[config.mk]
export PLATFORM = sky130hd
export DESIGN_NAME = uart_top
export DESIGN_NICKNAME = d
export VERILOG_FILES = /design/src/hw/uart_pkg.sv /design/src/hw/uart_cfg_if.sv /design/src/hw/uart_ctrl_regs.sv /design/src/hw/uart_baud_nco.sv /design/src/hw/uart_fifo.sv /design/src/hw/uart_tx.sv /design/src/hw/uart_rx.sv /design/src/hw/uart_top.sv
export VERILOG_INCLUDE_DIRS = /design/src /design/src/include
export SDC_FILE = /design/constraint.sdc
export NUM_CORES = 1
export LEC_CHECK = 0
export ABC_AREA = 1
export BUFFER_PORTS_ARGS = -buffer_cell sky130_fd_sc_hd__buf_2
export CAP_MARGIN = 40
export CORE_MARGIN = 2
export CORE_UTILIZATION = 45
export DETAILED_ROUTE_END_ITERATION = 10
export GPL_TIMING_DRIVEN = 0
export PLACE_DENSITY_LB_ADDON = 0.08
export SLEW_MARGIN = 15
export SYNTH_ARGS = -nofsm -noshare
export SYNTH_HDL_FRONTEND = slang
export SYNTH_HIERARCHICAL = 1
export SYNTH_SLANG_ARGS = --single-unit
export TNS_END_PERCENT = 10
[constraint.sdc]
create_clock -name clk_i -period 3.2 [get_ports clk_i]
set_clock_uncertainty 0.15 [all_clocks]
set_input_delay 0.16 -clock clk_i [delete_from_list [all_inputs] [get_ports clk_i]]
set_output_delay 0.16 -clock clk_i [all_outputs]
set_load 0.03 [all_outputs]
[src/include/uart_defines.svh]
`ifndef UART_DEFINES_SVH
`define UART_DEFINES_SVH

// Widths and depths
`define UART_NCO_W       16
`define UART_FIFO_DEPTH  8
`define UART_REG_ADDR_W  3
`define UART_REG_DATA_W  16
`define UART_EV_W        4

// Register map
`define UART_ADDR_CTRL         3'd0
`define UART_ADDR_NCO          3'd1
`define UART_ADDR_STATUS       3'd2
`define UART_ADDR_RDATA        3'd3
`define UART_ADDR_WDATA        3'd4
`define UART_ADDR_INTR_STATE   3'd5
`define UART_ADDR_INTR_ENABLE  3'd6

// CTRL fields
`define UART_CTRL_TX_EN       0
`define UART_CTRL_RX_EN       1
`define UART_CTRL_NF_EN       2
`define UART_CTRL_SLPBK       3
`define UART_CTRL_PARITY_EN   4
`define UART_CTRL_PARITY_ODD  5

// STATUS fields
`define UART_STAT_TXFULL   0
`define UART_STAT_TXEMPTY  1
`define UART_STAT_TXIDLE   2
`define UART_STAT_RXFULL   3
`define UART_STAT_RXEMPTY  4
`define UART_STAT_RXIDLE   5

// Event bits, shared by INTR_STATE and INTR_ENABLE
`define UART_EV_TX_EMPTY      0
`define UART_EV_RX_OVERFLOW   1
`define UART_EV_RX_FRAME_ERR  2
`define UART_EV_RX_PARITY_ERR 3

`endif

[src/hw/uart_pkg.sv]
`include "uart_defines.svh"

package uart_pkg;

  typedef logic [7:0]                              uart_byte_t;
  typedef logic [`UART_NCO_W-1:0]                  nco_t;
  typedef logic [`UART_REG_ADDR_W-1:0]             reg_addr_t;
  typedef logic [`UART_REG_DATA_W-1:0]             reg_data_t;
  // Holds 0 up to the full depth
  typedef logic [$clog2(`UART_FIFO_DEPTH+1)-1:0]   fifo_cnt_t;

  typedef enum logic [2:0] {
    TX_IDLE,
    TX_START,
    TX_DATA,
    TX_PARITY,
    TX_STOP
  } tx_state_e;

  typedef enum logic [2:0] {
    RX_IDLE,
    RX_START,
    RX_DATA,
    RX_PARITY,
    RX_STOP
  } rx_state_e;

endpackage

[src/hw/uart_cfg_if.sv]
`timescale 1ns/10ps

// Static line setup, written by software through CTRL and NCO
interface uart_cfg_if;

  logic            tx_en;
  logic            rx_en;
  logic            nf_en;
  logic            slpbk;
  logic            parity_en;
  logic            parity_odd;
  uart_pkg::nco_t  nco;

  modport regs (
    output tx_en, rx_en, nf_en, slpbk, parity_en, parity_odd, nco
  );

  // Serializer also needs slpbk to hold the pin high
  modport tx (input tx_en, slpbk, parity_en, parity_odd);

  modport rx (input rx_en, nf_en, slpbk, parity_en, parity_odd);

  modport baud (input tx_en, rx_en, nco);

endinterface

[src/hw/uart_ctrl_regs.sv]
`timescale 1ns/10ps
`include "uart_defines.svh"

module uart_ctrl_regs (
  input  logic                  clk_i,
  input  logic                  rst_ni,
  input  logic                  reg_we_i,
  input  logic                  reg_re_i,
  input  uart_pkg::reg_addr_t   reg_addr_i,
  input  uart_pkg::reg_data_t   reg_wdata_i,
  output uart_pkg::reg_data_t   reg_rdata_o,
  uart_cfg_if.regs              cfg,
  output logic                  txf_wvalid_o,
  output uart_pkg::uart_byte_t  txf_wdata_o,
  input  logic                  txf_full_i,
  input  logic                  txf_rvalid_i,
  input  logic                  tx_idle_i,
  output logic                  rxf_rready_o,
  input  logic                  rxf_rvalid_i,
  input  uart_pkg::uart_byte_t  rxf_rdata_i,
  input  logic                  rxf_full_i,
  input  logic                  rx_push_i,
  input  logic                  rx_idle_i,
  input  logic                  frame_err_i,
  input  logic                  parity_err_i,
  output logic                  intr_o
);

  logic [5:0]               ctrl_q;
  uart_pkg::nco_t           nco_q;
  logic [`UART_EV_W-1:0]    state_q, enable_q, events, clr;
  uart_pkg::reg_data_t      status, rdata_d;
  logic                     wr_ctrl, wr_nco, wr_state, wr_enable;

  assign wr_ctrl   = reg_we_i && (reg_addr_i == `UART_ADDR_CTRL);
  assign wr_nco    = reg_we_i && (reg_addr_i == `UART_ADDR_NCO);
  assign wr_state  = reg_we_i && (reg_addr_i == `UART_ADDR_INTR_STATE);
  assign wr_enable = reg_we_i && (reg_addr_i == `UART_ADDR_INTR_ENABLE);

  // FIFO access strobes, a full TX FIFO drops the write itself
  assign txf_wvalid_o = reg_we_i && (reg_addr_i == `UART_ADDR_WDATA);
  assign txf_wdata_o  = reg_wdata_i[7:0];
  assign rxf_rready_o = reg_re_i && (reg_addr_i == `UART_ADDR_RDATA);

  assign cfg.tx_en      = ctrl_q[`UART_CTRL_TX_EN];
  assign cfg.rx_en      = ctrl_q[`UART_CTRL_RX_EN];
  assign cfg.nf_en      = ctrl_q[`UART_CTRL_NF_EN];
  assign cfg.slpbk      = ctrl_q[`UART_CTRL_SLPBK];
  assign cfg.parity_en  = ctrl_q[`UART_CTRL_PARITY_EN];
  assign cfg.parity_odd = ctrl_q[`UART_CTRL_PARITY_ODD];
  assign cfg.nco        = nco_q;

  always_ff @(posedge clk_i or negedge rst_ni) begin
    if (!rst_ni) begin
      ctrl_q   <= '0;
      nco_q    <= '0;
      enable_q <= '0;
    end else begin
      if (wr_ctrl)   ctrl_q   <= reg_wdata_i[5:0];
      if (wr_nco)    nco_q    <= reg_wdata_i;
      if (wr_enable) enable_q <= reg_wdata_i[`UART_EV_W-1:0];
    end
  end

  ////////////////////////////////////////
  // Events and interrupt
  ////////////////////////////////////////

  always_comb begin
    events = '0;
    events[`UART_EV_TX_EMPTY]      = ~txf_rvalid_i;
    events[`UART_EV_RX_OVERFLOW]   = rx_push_i & rxf_full_i;
    events[`UART_EV_RX_FRAME_ERR]  = frame_err_i;
    events[`UART_EV_RX_PARITY_ERR] = parity_err_i;
  end

  assign clr = wr_state ? reg_wdata_i[`UART_EV_W-1:0] : '0;

  // A new event wins over a clear in the same cycle
  always_ff @(posedge clk_i or negedge rst_ni) begin
    if (!rst_ni) begin
      state_q <= '0;
      intr_o  <= 1'b0;
    end else begin
      state_q <= (state_q & ~clr) | events;
      intr_o  <= |(state_q & enable_q);
    end
  end

  ////////////////////////////////////////
  // Read path
  ////////////////////////////////////////

  always_comb begin
    status = '0;
    status[`UART_STAT_TXFULL]  = txf_full_i;
    status[`UART_STAT_TXEMPTY] = ~txf_rvalid_i;
    status[`UART_STAT_TXIDLE]  = tx_idle_i & ~txf_rvalid_i;
    status[`UART_STAT_RXFULL]  = rxf_full_i;
    status[`UART_STAT_RXEMPTY] = ~rxf_rvalid_i;
    status[`UART_STAT_RXIDLE]  = rx_idle_i;
  end

  always_comb begin
    rdata_d = '0;
    case (reg_addr_i)
      `UART_ADDR_CTRL:        rdata_d[5:0] = ctrl_q;
      `UART_ADDR_NCO:         rdata_d = nco_q;
      `UART_ADDR_STATUS:      rdata_d = status;
      // Empty FIFO reads back as 0
      `UART_ADDR_RDATA:       rdata_d[7:0] = rxf_rvalid_i ? rxf_rdata_i : 8'h00;
      `UART_ADDR_INTR_STATE:  rdata_d[`UART_EV_W-1:0] = state_q;
      `UART_ADDR_INTR_ENABLE: rdata_d[`UART_EV_W-1:0] = enable_q;
      default:                rdata_d = '0;
    endcase
  end

  always_ff @(posedge clk_i or negedge rst_ni) begin
    if (!rst_ni) begin
      reg_rdata_o <= '0;
    end else if (reg_re_i) begin
      reg_rdata_o <= rdata_d;
    end
  end

endmodule

[src/hw/uart_baud_nco.sv]
`timescale 1ns/10ps
`include "uart_defines.svh"

module uart_baud_nco (
  input  logic      clk_i,
  input  logic      rst_ni,
  uart_cfg_if.baud  cfg,
  output logic      tick_x16_o
);

  // One spare bit on top catches the carry
  logic [`UART_NCO_W:0] acc_q;

  always_ff @(posedge clk_i or negedge rst_ni) begin
    if (!rst_ni) begin
      acc_q <= '0;
    end else if (cfg.tx_en || cfg.rx_en) begin
      acc_q <= {1'b0, acc_q[`UART_NCO_W-1:0]} + {1'b0, cfg.nco};
    end
  end

  // Tick rate is clk * nco / 2**16
  assign tick_x16_o = acc_q[`UART_NCO_W];

endmodule

[src/hw/uart_fifo.sv]
`timescale 1ns/10ps
`include "uart_defines.svh"

module uart_fifo #(
  parameter int Depth = `UART_FIFO_DEPTH
) (
  input  logic                  clk_i,
  input  logic                  rst_ni,
  input  logic                  wvalid_i,
  input  uart_pkg::uart_byte_t  wdata_i,
  output logic                  full_o,
  output logic                  rvalid_o,
  input  logic                  rready_i,
  output uart_pkg::uart_byte_t  rdata_o,
  output uart_pkg::fifo_cnt_t   count_o
);

  localparam int PtrW = $clog2(Depth);

  uart_pkg::uart_byte_t  mem [Depth];
  logic [PtrW-1:0]       wptr_q, rptr_q;
  logic                  do_wr, do_rd;

  assign full_o   = (count_o == uart_pkg::fifo_cnt_t'(Depth));
  assign rvalid_o = (count_o != '0);
  assign do_wr    = wvalid_i & ~full_o;
  assign do_rd    = rready_i & rvalid_o;
  assign rdata_o  = mem[rptr_q];

  always_ff @(posedge clk_i) begin
    if (do_wr) begin
      mem[wptr_q] <= wdata_i;
    end
  end

  // Pointers wrap at Depth so odd depths work too
  always_ff @(posedge clk_i or negedge rst_ni) begin
    if (!rst_ni) begin
      wptr_q  <= '0;
      rptr_q  <= '0;
      count_o <= '0;
    end else begin
      if (do_wr) begin
        wptr_q <= (wptr_q == PtrW'(Depth - 1)) ? '0 : wptr_q + 1'b1;
      end
      if (do_rd) begin
        rptr_q <= (rptr_q == PtrW'(Depth - 1)) ? '0 : rptr_q + 1'b1;
      end
      if (do_wr && !do_rd) begin
        count_o <= count_o + 1'b1;
      end else if (do_rd && !do_wr) begin
        count_o <= count_o - 1'b1;
      end
    end
  end

endmodule

[src/hw/uart_tx.sv]
`timescale 1ns/10ps

module uart_tx (
  input  logic                  clk_i,
  input  logic                  rst_ni,
  uart_cfg_if.tx                cfg,
  input  logic                  tick_x16_i,
  input  logic                  fifo_rvalid_i,
  input  uart_pkg::uart_byte_t  fifo_rdata_i,
  output logic                  fifo_pop_o,
  output logic                  idle_o,
  output logic                  tx_o,
  output logic                  line_o
);

  uart_pkg::tx_state_e   state_q;
  logic [3:0]            div_q;
  logic [2:0]            bit_cnt_q;
  uart_pkg::uart_byte_t  shift_q;
  logic                  parity_q;
  logic                  bit_end;

  assign idle_o     = (state_q == uart_pkg::TX_IDLE);
  assign fifo_pop_o = idle_o & cfg.tx_en & fifo_rvalid_i;
  assign bit_end    = tick_x16_i & (div_q == 4'hf);

  always_ff @(posedge clk_i or negedge rst_ni) begin
    if (!rst_ni) begin
      state_q   <= uart_pkg::TX_IDLE;
      div_q     <= '0;
      bit_cnt_q <= '0;
    end else begin
      if (tick_x16_i) div_q <= div_q + 1'b1;
      case (state_q)
        uart_pkg::TX_IDLE: begin
          div_q <= '0;
          if (fifo_pop_o) state_q <= uart_pkg::TX_START;
        end
        uart_pkg::TX_START: begin
          if (bit_end) begin
            state_q   <= uart_pkg::TX_DATA;
            bit_cnt_q <= '0;
          end
        end
        uart_pkg::TX_DATA: begin
          if (bit_end) begin
            bit_cnt_q <= bit_cnt_q + 1'b1;
            if (bit_cnt_q == 3'd7) begin
              state_q <= cfg.parity_en ? uart_pkg::TX_PARITY : uart_pkg::TX_STOP;
            end
          end
        end
        uart_pkg::TX_PARITY: if (bit_end) state_q <= uart_pkg::TX_STOP;
        uart_pkg::TX_STOP:   if (bit_end) state_q <= uart_pkg::TX_IDLE;
        default:             state_q <= uart_pkg::TX_IDLE;
      endcase
    end
  end

  // Character and its parity, captured at the pop
  always_ff @(posedge clk_i) begin
    if (fifo_pop_o) begin
      shift_q  <= fifo_rdata_i;
      parity_q <= (^fifo_rdata_i) ^ cfg.parity_odd;
    end else if (state_q == uart_pkg::TX_DATA && bit_end) begin
      shift_q <= {1'b0, shift_q[7:1]};
    end
  end

  always_comb begin
    case (state_q)
      uart_pkg::TX_START:  tx_o = 1'b0;
      uart_pkg::TX_DATA:   tx_o = shift_q[0];
      uart_pkg::TX_PARITY: tx_o = parity_q;
      default:             tx_o = 1'b1;
    endcase
  end

  // Pin stage, held high in system loopback
  always_ff @(posedge clk_i or negedge rst_ni) begin
    if (!rst_ni) begin
      line_o <= 1'b1;
    end else begin
      line_o <= cfg.slpbk ? 1'b1 : tx_o;
    end
  end

endmodule

[src/hw/uart_rx.sv]
`timescale 1ns/10ps

module uart_rx (
  input  logic                  clk_i,
  input  logic                  rst_ni,
  uart_cfg_if.rx                cfg,
  input  logic                  tick_x16_i,
  input  logic                  rx_i,
  input  logic                  tx_loop_i,
  output logic                  rx_push_o,
  output uart_pkg::uart_byte_t  rx_data_o,
  output logic                  frame_err_o,
  output logic                  parity_err_o,
  output logic                  idle_o
);

  // Two synchronizer stages, then two more for the filter
  logic [3:0]           sync_q;
  logic                 rx_maj, rx_in, rx_in_q;
  uart_pkg::rx_state_e  state_q;
  logic [3:0]           div_q;
  logic [2:0]           bit_cnt_q;
  logic                 par_q;
  logic                 mid_bit, stop_ok, par_ok;

  always_ff @(posedge clk_i or negedge rst_ni) begin
    if (!rst_ni) begin
      sync_q  <= 4'hf;
      rx_in_q <= 1'b1;
    end else begin
      sync_q  <= {sync_q[2:0], rx_i};
      rx_in_q <= rx_in;
    end
  end

  assign rx_maj = (sync_q[1] & sync_q[2]) | (sync_q[1] & sync_q[3]) | (sync_q[2] & sync_q[3]);

  assign rx_in = cfg.slpbk ? tx_loop_i :
                 cfg.nf_en ? rx_maj    :
                 sync_q[1];

  assign idle_o  = (state_q == uart_pkg::RX_IDLE);
  assign mid_bit = tick_x16_i & (div_q == 4'hf);
  assign stop_ok = rx_in;
  assign par_ok  = ~cfg.parity_en | (par_q == ((^rx_data_o) ^ cfg.parity_odd));

  ////////////////////////////////////////
  // Frame FSM
  ////////////////////////////////////////

  always_ff @(posedge clk_i or negedge rst_ni) begin
    if (!rst_ni) begin
      state_q      <= uart_pkg::RX_IDLE;
      div_q        <= '0;
      bit_cnt_q    <= '0;
      rx_push_o    <= 1'b0;
      frame_err_o  <= 1'b0;
      parity_err_o <= 1'b0;
    end else begin
      rx_push_o    <= 1'b0;
      frame_err_o  <= 1'b0;
      parity_err_o <= 1'b0;
      if (tick_x16_i) div_q <= div_q + 1'b1;
      case (state_q)
        uart_pkg::RX_IDLE: begin
          div_q <= '0;
          // Falling edge only, a low line after a bad stop bit is ignored
          if (cfg.rx_en && rx_in_q && !rx_in) state_q <= uart_pkg::RX_START;
        end
        uart_pkg::RX_START: begin
          // Recheck the start bit half a bit in, then realign
          if (tick_x16_i && div_q == 4'd7) begin
            div_q     <= '0;
            bit_cnt_q <= '0;
            state_q   <= rx_in ? uart_pkg::RX_IDLE : uart_pkg::RX_DATA;
          end
        end
        uart_pkg::RX_DATA: begin
          if (mid_bit) begin
            bit_cnt_q <= bit_cnt_q + 1'b1;
            if (bit_cnt_q == 3'd7) begin
              state_q <= cfg.parity_en ? uart_pkg::RX_PARITY : uart_pkg::RX_STOP;
            end
          end
        end
        uart_pkg::RX_PARITY: if (mid_bit) state_q <= uart_pkg::RX_STOP;
        uart_pkg::RX_STOP: begin
          if (mid_bit) begin
            state_q <= uart_pkg::RX_IDLE;
            // Exactly one outcome per frame, frame error first
            frame_err_o  <= ~stop_ok;
            parity_err_o <= stop_ok & ~par_ok;
            rx_push_o    <= stop_ok & par_ok;
          end
        end
        default: state_q <= uart_pkg::RX_IDLE;
      endcase
    end
  end

  // Data bits arrive LSB first
  always_ff @(posedge clk_i) begin
    if (state_q == uart_pkg::RX_DATA && mid_bit) begin
      rx_data_o <= {rx_in, rx_data_o[7:1]};
    end
    if (state_q == uart_pkg::RX_PARITY && mid_bit) begin
      par_q <= rx_in;
    end
  end

endmodule

[src/hw/uart_top.sv]
`timescale 1ns/10ps

module uart_top (
  input  logic                 clk_i,
  input  logic                 rst_ni,
  input  logic                 reg_we_i,
  input  logic                 reg_re_i,
  input  uart_pkg::reg_addr_t  reg_addr_i,
  input  uart_pkg::reg_data_t  reg_wdata_i,
  output uart_pkg::reg_data_t  reg_rdata_o,
  input  logic                 rx_i,
  output logic                 tx_o,
  output logic                 intr_o
);

  logic                  tick_x16;
  logic                  txf_wvalid, txf_full, txf_rvalid, tx_pop, tx_idle, tx_raw;
  uart_pkg::uart_byte_t  txf_wdata, txf_rdata;
  uart_pkg::fifo_cnt_t   txf_count, rxf_count;
  logic                  rxf_rready, rxf_rvalid, rxf_full;
  uart_pkg::uart_byte_t  rxf_rdata, rx_data;
  logic                  rx_push, rx_idle, frame_err, parity_err;

  uart_cfg_if u_cfg ();

  uart_ctrl_regs u_regs (
    .clk_i, .rst_ni, .reg_we_i, .reg_re_i, .reg_addr_i, .reg_wdata_i, .reg_rdata_o,
    .cfg          (u_cfg),
    .txf_wvalid_o (txf_wvalid),
    .txf_wdata_o  (txf_wdata),
    .txf_full_i   (txf_full),
    .txf_rvalid_i (txf_rvalid),
    .tx_idle_i    (tx_idle),
    .rxf_rready_o (rxf_rready),
    .rxf_rvalid_i (rxf_rvalid),
    .rxf_rdata_i  (rxf_rdata),
    .rxf_full_i   (rxf_full),
    .rx_push_i    (rx_push),
    .rx_idle_i    (rx_idle),
    .frame_err_i  (frame_err),
    .parity_err_i (parity_err),
    .intr_o
  );

  uart_baud_nco u_nco (.clk_i, .rst_ni, .cfg(u_cfg), .tick_x16_o(tick_x16));

  ////////////////////////////////////////
  // Transmit path
  ////////////////////////////////////////

  uart_fifo u_txfifo (
    .clk_i, .rst_ni,
    .wvalid_i (txf_wvalid),
    .wdata_i  (txf_wdata),
    .full_o   (txf_full),
    .rvalid_o (txf_rvalid),
    .rready_i (tx_pop),
    .rdata_o  (txf_rdata),
    .count_o  (txf_count)
  );

  uart_tx u_tx (
    .clk_i, .rst_ni,
    .cfg           (u_cfg),
    .tick_x16_i    (tick_x16),
    .fifo_rvalid_i (txf_rvalid),
    .fifo_rdata_i  (txf_rdata),
    .fifo_pop_o    (tx_pop),
    .idle_o        (tx_idle),
    .tx_o          (tx_raw),
    .line_o        (tx_o)
  );

  ////////////////////////////////////////
  // Receive path
  ////////////////////////////////////////

  uart_rx u_rx (
    .clk_i, .rst_ni,
    .cfg          (u_cfg),
    .tick_x16_i   (tick_x16),
    .rx_i,
    .tx_loop_i    (tx_raw),
    .rx_push_o    (rx_push),
    .rx_data_o    (rx_data),
    .frame_err_o  (frame_err),
    .parity_err_o (parity_err),
    .idle_o       (rx_idle)
  );

  uart_fifo u_rxfifo (
    .clk_i, .rst_ni,
    .wvalid_i (rx_push),
    .wdata_i  (rx_data),
    .full_o   (rxf_full),
    .rvalid_o (rxf_rvalid),
    .rready_i (rxf_rready),
    .rdata_o  (rxf_rdata),
    .count_o  (rxf_count)
  );

endmodule

* Yosys cells after proc, flatten, opt, wreduce, memory -nomap -nowiden
Memory sizes are Yosys's and may differ from the RTL's.
Cells that the tools add are included.
** Storage, ports and cells
- Bits in registers :: 131
- Bits in writable memories :: 128
- Bits of input ports :: 24
- Output and inout port bits :: 18
- Word-level logic and storage cells :: 209
- Memories :: 2
** Operators by class
- Add/sub/neg operators :: 13
- Equal/unequal tests :: 38
- Mux-type cells :: 56
- Bitwise operators :: 31
- Reduce and logical (&&, ||, !) cells :: 40
** Memories
- u_rxfifo.mem :: depth 8, width 8, read ports 1, clocked after Yosys merged registers in 0, write ports 1, RTL line uart_fifo.sv:20 : uart_pkg::uart_byte_t mem [Depth];
- u_txfifo.mem :: depth 8, width 8, read ports 1, clocked after Yosys merged registers in 0, write ports 1, RTL line uart_fifo.sv:20
** Operators with widths (number)
- $mux W3 :: 20
- $mux W4 :: 9
- $eq A3 B3 Y1 const B :: 11
- $mux W8 :: 4
- $pmux W3 S5 :: 2
- $ne A2 B1 Y1 const B :: 12
- $pmux W4 S6 :: 1
- $add A3 B1 Y3 const B :: 6
- $eq A3 B2 Y1 const B :: 6
- $add A16 B16 Y17 :: 1
- $add A4 B1 Y4 const B :: 4
- $eq A4 B4 Y1 const B :: 4
- $logic_and A1 B1 Y1 :: 16
- $reduce_xor A8 Y1 :: 2
- $and A1 B1 Y1 :: 15
- $mux W1 :: 13
- $pmux W3 S2 :: 2
- $reduce_and A6 Y1 :: 2
- $reduce_bool A2 Y1 :: 6
- $eq A3 B1 Y1 const B :: 3
- $logic_not A3 Y1 :: 3
- $and A4 B4 Y4 :: 2
- $pmux W2 S4 :: 1
- $pmux W4 S2 :: 1
- other kinds (16) :: 32

* Logic depth before layout (Yosys ltp)
Gate-level depths: netlist (run 1).
- Depth in word-level cells :: 9
- Depth in mapped cells :: 17
- Gate-level depth less buffers :: 15

* Hierarchy
Netlist (run 1), hierarchy kept.
** Modules (own cells, without submodules)
- uart_fifo (u_txfifo) :: instances 1, cells an instance 362, area each 3404.5 µm², seq. area each 2172.1 µm²
- uart_fifo (u_rxfifo) :: instances 1, cells an instance 303, area each 3278.1 µm², seq. area each 2172.1 µm²
- uart_ctrl_regs :: instances 1, cells an instance 300, area each 2322.2 µm², seq. area each 1176.1 µm²
- uart_baud_nco :: instances 1, cells an instance 246, area each 1547.7 µm², seq. area each 425.4 µm²
- uart_rx :: instances 1, cells an instance 137, area each 1287.5 µm², seq. area each 726.9 µm²
- uart_tx :: instances 1, cells an instance 148, area each 1201.2 µm², seq. area each 546.8 µm²

* Worst setup path after synthesis (run 1)
No wires, ideal clock.
- Path type :: flip-flop to flip-flop
- Start :: reg u_txfifo.count_o[1]
- End :: reg u_txfifo.count_o[3]
- Library setup time :: 0.117 ns
- Data arrival time :: 2.198 ns
- Data required time :: 2.933 ns
- Path slack :: 0.735 ns
- Cell stages (with the launch flop) :: 14
- Path buffers :: 0
- Clock period less this slack :: 2.465 ns
- Cell sequence :: dfrtp_1 nor2_1 nand3_1 nand3_4 inv_1 nand2_1 ha_1 inv_1 ha_1 or2_2 nand2_1 nand2_1 nand3_1 nand2_1
** Between the ends
- Longest elaborated chain between the ends :: 6
- Elaborated cells on any way between the ends :: 15
- Those cells by class :: 2 x add/sub; 1 x eq/ne; 2 x mux; 4 x bitwise; 6 x reduce/logical
** Ends and longest elaborated chain
- from (decl) :: RTL line uart_fifo.sv:15 : output uart_pkg::fifo_cnt_t count_o
- from (signal assigned) :: RTL line uart_fifo.sv:50 : count_o <= count_o + 1'b1;
- from (signal assigned) :: RTL line uart_fifo.sv:52 : count_o <= count_o - 1'b1;
- $reduce_bool A4 Y1 (*) :: RTL line uart_fifo.sv:25 : assign rvalid_o = (count_o != '0);
- net txf_rvalid :: RTL line uart_top.sv:17 : logic txf_wvalid, txf_full, txf_rvalid, tx_pop, tx_idle, tx_raw;
- $and A1 B1 Y1 (*) :: RTL line uart_tx.sv:24 : assign fifo_pop_o = idle_o & cfg.tx_en & fifo_rvalid_i;
- net tx_pop :: RTL line uart_top.sv:17
- $and A1 B1 Y1 (*) :: RTL line uart_fifo.sv:27 : assign do_rd = rready_i & rvalid_o;
- $logic_not A1 Y1 :: RTL line uart_fifo.sv:49 : if (do_wr && !do_rd) begin
- $logic_and A1 B1 Y1 :: RTL line uart_fifo.sv:49
- $mux W4 / $reduce_bool A2 Y1 (equally long branches)
Mark *: on every way through the listed nets, which the timed path passes. The rest lies on a longest branch. The select of a mux whose other input is x is not followed.
A chain may end at the register's enable or synchronous reset.

* Worst setup path after layout (run 1)
- Start :: reg u_tx.state_q[1]
- End :: reg u_txfifo.count_o[3]
** Between the ends
- Longest elaborated chain between the ends :: 7
- Elaborated cells on any way between the ends :: 9
- Those cells by class :: 1 x mux; 3 x bitwise; 5 x reduce/logical
** Ends and longest elaborated chain
- from (decl) :: RTL line uart_tx.sv:16 : uart_pkg::tx_state_e state_q;
- from (signal assigned) :: RTL line uart_tx.sv:29 : state_q <= uart_pkg::TX_IDLE;
- from (signal assigned) :: RTL line uart_tx.sv:37 : if (fifo_pop_o) state_q <= uart_pkg::TX_START;
- from (signal assigned) :: RTL line uart_tx.sv:41 : state_q <= uart_pkg::TX_DATA;
- $logic_not A3 Y1 (*) :: RTL line uart_tx.sv:23 : assign idle_o = (state_q == uart_pkg::TX_IDLE);
- net tx_idle :: RTL line uart_top.sv:17
- $and A1 B1 Y1 (*) (2 in series) :: RTL line uart_tx.sv:24
- net tx_pop :: RTL line uart_top.sv:17
- $and A1 B1 Y1 (*) :: RTL line uart_fifo.sv:27
- $logic_not A1 Y1 :: RTL line uart_fifo.sv:49
- $logic_and A1 B1 Y1 :: RTL line uart_fifo.sv:49
- $mux W4 / $reduce_bool A2 Y1 (equally long branches)
Mark *: on every way through the listed nets, which the timed path passes. The rest lies on a longest branch.

==> results of run 1 <==
==> worst min-delay path by stage <==
stage / from / cells after the start / endpoint
detailed placement: rst_ni / 1 / u_tx/bit_cnt_q[0]
global route: rst_ni / 2 / u_tx/bit_cnt_q[1]
CTS: rst_ni / 2 / u_txfifo/rptr_q[0]
finish: rst_ni / 2 / u_tx/bit_cnt_q[1]
floorplan: rst_ni / 0 / u_nco/acc_q[0]
global placement: rx_i / 1 / u_rx/sync_q[0]
==> layout make-up <==
type | instances | area (um^2)
fillers | 2689 | 13600
repair buffers | 76 | 562
multi-input cells | 1023 | 4830
well taps | 384 | 480
clock inverters | 7 | 88.8
plain buffers | 48 | 377
clock buffers | 45 | 836
inverters | 166 | 638
flip-flops and latches | 259 | 7220
==> where the power goes <==
part	internal [uW]	leakage [uW]	total, uW	switching (uW)
clock network	1940	0.000454	3230	1290
logic	1240	0.00397	3470	2230
registers	3950	0.00276	4320	364
==> metal layers <==
metal | up-vias | part of all wire, % | routed length [um] | global-route usage (%)
li1 | 4984 | - | - | -
met1 | 4495 | 46 | 13700 | 27.6
met2 | 183 | 48 | 14400 | 34.4
met3 | 32 | 4.1 | 1210 | 2.34
met4 | 0 | 1.6 | 473 | 3.75
met5 | - | 0 | 0 | 0
==> what timing repair did <==
item,4_1_cts,5_1_grt
endpoints found under the hold margin,225,0
resized for setup,0,1
hold buffers,28,0
endpoints found under the setup margin,0,1
==> flip-flops by register name (all words and copies together) (netlist names), 6 cells and up <==
signal,flops
u_rxfifo/mem,64
u_txfifo/mem,64
u_nco/acc_q,17
u_regs/cfg.nco,16
u_regs/reg_rdata_o,16
u_rx/rx_data_o,8
u_tx/shift_q,8
u_regs/ctrl_q,6
==> cells by family (layout without fill, tap and decap cells) <==
logic type	Yosys count	after routing	synth area share [%]
AND/OR/NAND/NOR	854	854	27.0
flip-flops	259	259	55.4
buffers and inverters	214	342	7.78
AO/OA/AOI/OAI	114	114	4.80
adder cells (fa/ha/maj)	39	39	3.91
XOR/XNOR	14	14	0.940
multiplexers	2	2	0.163
==> worst reg2reg max path: cells and delay by family, from the launching register on <==
family        cells  cell delay [ns]
flops             1             0.47
fa+ha+maj         2             0.54
buf+inv           3             0.38
simple gates      9             1.25
==> metrics by stage <==
step	hold slack [ns]	util [%]	instances	setup WS (ns)
after floorplan	-0.286	-	1496	0.735
after detailed placement	0.00525	48.3	1927	0.108
after CTS	0.000815	52.5	2007	0.103
after global routing	0.0384	52.5	2008	0.0237
final	-0.0117	52.5	2008	0.290
after global placement	0.116	47.9	1919	0.131
==> cells in the final DEF, fill, tap and decap left out, types with 7 or more instances in the layout <==
cell type      Yosys  routed
nor2_2             7       7
o21ai_0           45      45
dfrtp_1          107     107
a21oi_1           21      21
edfxtp_1         146     146
ha_1              36      36
dlygate4sd3_1      0      28
nand2_2            8       8
nor2_1           137     137
inv_1            156     156
clkbuf_16          0      29
nand4_1           10      10
nand3_1           74      73
nor3_1            14      10
buf_4             16      21
clkbuf_1           2      13
o21ai_2            9       9
xnor2_1            9       9
nand2_1          574     574
o21ai_1           31      31
buf_6             13      14
buf_2             13      54
==> metrics.yaml, run 1 <==
setup_path:
  endpoint_kind: "register"
  slowest_delay_ns: 0.47
  critPathBufInv: 3
  ff2ff_path_depth: 14
  crit_path_max_fanout: 7
  crit_chain: "nor2_4, inv_2, nor2_4, nand3_4, inv_1, nand2_1, ha_1, inv_1, ha_1, or2_2, nand2_1, nand2_1, nand3_1, nand2_1"
  timing.rr.start: "u_tx/state_q[1]"
  slowest_stage: "dfrtp_1"
  arrival_ns: 3.19
  crit_path_frequent_cell: "nand2_1"
  setup.worst_path.class: "reg2reg"
  cp-start-kind: "register"
  required_ns: 3.48
  rr_endpoint: "u_txfifo/count_o[3]"
  crit_family: "simple AND/OR/NAND/NOR gates"
  cp_num_cells: 14
  setup.worst_path.start: "u_tx/state_q[1]"
  crit_end: "u_txfifo/count_o[3]"
  r2r_setup_slack_ns: 0.29
sta:
  rsz0062_at_grt: "false"
  layout_min_cycle_time_ns: 2.91
  hold_violations: 9
  slew_violations: 0
  max_freq_mhz: 344
  finalSetupViolations: 0
  worstMarginPinSlew_ns: 0.870
  slew_headroom_pct: 41.8
  setup_tns_ns: 0
  whs_ns: -0.0117
  fin_crit_sh_pct: 90.9
power:
  p_leak_uw: 0.00719
  peakVddDrop_uv: 583
  power_uw: 11000
  power_per_cell_area_nw_per_um2: 733
synthesis:
  synth_flop_cell: "edfxtp_1"
  syn_area_per_cell_um2: 8.72
  synth_cells: 1496
  ys_warn_count: 6
  synth_area_um2: 13000
  synth_most_common_cell: "nand2_1"
  ys_seq_area_share_pct: 55.4
  synth_largest_area_cell: "edfxtp_1"
  async_flop_share_pct: 43.6
  synth_area_leaders: "edfxtp_1, dfrtp_1, nand2_1"
  syn_nets: 1559
  synth_commonest_cells: "nand2_1, inv_1, edfxtp_1, nor2_1, dfrtp_1"
  netlist.area_leader.share_pct: 33.6
  synth_edf_count: 146
  synth_cell_types: 48
  ys_seq_elements: 259
grt:
  grt_max_degree: 66
  grt_util_all_layers_pct: 20.0
  grt-ovfl-total: 0
  antenna_found_initial: 0
  grt_pass1_vias: 9306
  grt_pass1_wl_um: 48600
die:
  core.rowCount: 62
  die_y_um: 174
  die_w_um: 174
  io_pins: 42
  core_area_um2: 28600
  initial_core_util_pct: 45.6
  dieArea_um2: 30400
placement:
  numPortBuffers: 39
  gp_congestion: 0.821
  placed_area_um2: 13800
  hpwl_um: 21300
routing:
  routedWlPerCell_um: 14.8
  vias_per_cell: 4.83
  drt-initial-drc-count: 582
  postRouteAntennaNets: 0
  routed_wirelength_um: 29800
  firstDrtPassIters: 6
  vias: 9694
  drc: 0
cts:
  clockBufferDepth: 3
  cts_tree: "done"
  path_clk_slew_ns: 0.06
  cts_buffers: 29
  postCtsSetupBuffers: 0
  clock-root-buffer: "clkbuf_16"
  cts_max_level: 1
  clock-sinks: 259
  clock_latency_ns: 0.54
hold_path:
  hold_path.class: "in2async"
layout:
  nNetsFinal: 1666
  area_growth_pct: 15.3
  fin_area_um2: 15000
  antenna_cells: 0
  drive_above_1_share_pct: 11.9
outcome:
  outcome: "finished, violations left"
  violations: "hold timing"
job:
  cap_violations: 0
No activity file was read; power rests on OpenSTA's default activity.
==> inputs of run 2 (changes only) <==
--- a/config.mk
+++ b/config.mk
@@ -14,6 +14,7 @@
 export DETAILED_ROUTE_END_ITERATION = 10
 export GPL_TIMING_DRIVEN = 0
 export PLACE_DENSITY_LB_ADDON = 0.08
+export RECOVER_POWER = 25
 export SLEW_MARGIN = 15
 export SYNTH_ARGS = -nofsm -noshare
 export SYNTH_HDL_FRONTEND = slang
==> run 2 against run 1 <==
  * The run ends with capacitance limit, slew limit left
  * Total power barely moved
  * Utilization is 0.14 points lower
  * Sequential power about the same
  * Critical path depth unchanged
  * Wire length grew 0.10%
  * Hold slack improved by 0.12 ns
  * Fmax is essentially flat
  * Combinational power about the same
  * Register-to-register slack is essentially flat
==> metrics.yaml, run 2 (same netlist as run 1, synthesis figures left out) <==
outcome:
  outcome: "finished, violations left"
  violations: "capacitance limit, slew limit"
setup_path:
  arrival_ns: 3.19
  endpoint_kind: "register"
  setup.worst_path.class: "reg2reg"
  required_ns: 3.48
  crit_path_max_fanout: 7
  cp-start-kind: "register"
grt:
  grt_pass1_wl_um: 48600
  globalRouteMet1Util_pct: 27.6
  grt_pass1_vias: 9306
  grt-ovfl-total: 0
  grt_max_degree: 66
  grt_util_all_layers_pct: 20.0
  antenna_found_initial: 0
  grt.busiest_layer: "met2"
  grtUsageMet2_pct: 34.4
  grtUsageMet3_pct: 2.34
die:
  dieArea_um2: 30400
  io_pins: 42
  core_area_um2: 28600
  initial_core_util_pct: 45.6
  die_y_um: 174
  die_w_um: 174
  core.rowCount: 62
layout:
  nNetsFinal: 1666
  nFillCells: 2701
  multi_input_area_um2: 4830
  area_growth_pct: 15.0
  fin_area_um2: 15000
  top_regs: "u_rxfifo/mem: 64 flops, u_txfifo/mem: 64 flops, u_nco/acc_q: 17 flops"
  final_cell_mix: "nand2_1, inv_1, edfxtp_1"
  antenna_cells: 0
  final_common_cell: "nand2_1"
  drive_above_1_share_pct: 10.7
  register_area_um2: 7220
placement:
  pre_cts_ws_ns: 0.108
  numPortBuffers: 39
  gp_congestion: 0.821
  placed_area_um2: 13800
  hpwl_um: 21300
sta:
  slew_headroom_pct: -51.5
  hold_violations: 0
  slew_violations: 49
  setup_tns_ns: 0
  whs_ns: 0.113
  layout_min_cycle_time_ns: 2.91
  finalSetupViolations: 0
  rsz0062_at_grt: "false"
  fin_ws_ns: 0.290
  max_freq_mhz: 344
  fin_crit_sh_pct: 91.0
  worstMarginPinSlew_ns: 2.27
routing:
  routed_wirelength_um: 29800
  vias: 9673
  firstDrtPassIters: 5
  postRouteAntennaNets: 0
  vias_per_cell: 4.82
  routedWlPerCell_um: 14.8
  drt-initial-drc-count: 629
  drc: 0
power:
  internal_power_uw: 7130
  power_uw: 11000
  switching_share_pct: 35.3
  p_leak_uw: 0.00714
  power_per_cell_area_nw_per_um2: 735
  power_frac_clock_pct: 29.3
  pwr-share-seq_pct: 39.2
  peakVddDrop_uv: 583
  p_sw_uw: 3890
  power_frac_comb_pct: 31.5
cts:
  clockBufferDepth: 3
  postCtsSetupBuffers: 0
  clock-sinks: 259
  path_clk_slew_ns: 0.06
  clock_latency_ns: 0.54
  cts_buffers: 29
  cts_max_level: 1
  cts_tree: "done"
  clock-root-buffer: "clkbuf_16"
hold_path:
  hold_path.class: "in2reg"
job:
  cap_violations: 1
==> run 2: cell types whose count changed in the layout (fill, tap and decap cells not counted), sizes merged <==
cell,delta
buf,-17
clkbuf,+16
clkdlybuf4s15,+1
==> run 2: layout make-up <==
class / count / share of cell area, %
buffer: 48 / 2.31
clock buffer: 45 / 5.58
clock inverter: 7 / 0.593
inverter: 166 / 4.26
multi-input combinational: 1023 / 32.2
sequential: 259 / 48.2
tap: 384 / 3.20
timing repair buffer: 76 / 3.67
==> run 2: final timing paths <==
| check | depth (start not counted) | start | end | slack [ns] |
|---|---|---|---|---|
| min in group asynchronous | 2 | rst_ni | u_tx/bit_cnt_q[1] | 0.82 |
| max reg2reg | 14 | u_tx/state_q[1] | u_txfifo/count_o[3] | 0.29 |
| min | 2 | rx_i | u_rx/sync_q[0] | 0.11 |
| max | 14 | u_tx/state_q[1] | u_txfifo/count_o[3] | 0.29 |
| min reg2reg | 0 | u_rx/sync_q[2] | u_rx/sync_q[3] | 0.22 |
| max in group asynchronous | 2 | rst_ni | u_rxfifo/wptr_q[1] | 0.77 |
==> run 2: metal layers <==
metal / share of wire, % / wire (um)
met1: 46 / 13800
met2: 48 / 14300
met3: 4.0 / 1180
met4: 1.7 / 500
met5: 0 / 0
==> run 2: metrics by stage <==
stage          utilization (%)  instances
2_1_floorplan                -       1496
5_1_grt                   52.4       2008
3_3_place_gp              47.9       1919
6_report                  52.4       2008
4_1_cts                   52.5       2007
3_5_place_dp              48.3       1927
==> run 2: critical path, cell delays in order, from the launching register on <==
cell	delay [ns]
dfrtp_1	0.47
nor2_4	0.18
inv_2	0.07
nor2_4	0.19
nand3_4	0.14
inv_1	0.17
nand2_1	0.21
ha_1	0.27
inv_1	0.13
ha_1	0.27
or2_2	0.31
nand2_1	0.07
nand2_1	0.04
nand3_1	0.06
nand2_1	0.06
==> run 2: power groups by stage <==
stage	clock [uW]	combinational, uW	sequential, uW
detailed placement	0	3450	4380
finish	3230	3470	4310
global placement	0	3380	4370
floorplan	0	2620	4310
global route	3440	4020	4370
CTS	3320	3500	4320
==> run 2: repair_timing <==
action	in CTS	in global routing
hold buffers	28	0
hold endpoints to repair	225	0
resized for setup	0	1
setup endpoints to repair	0	1
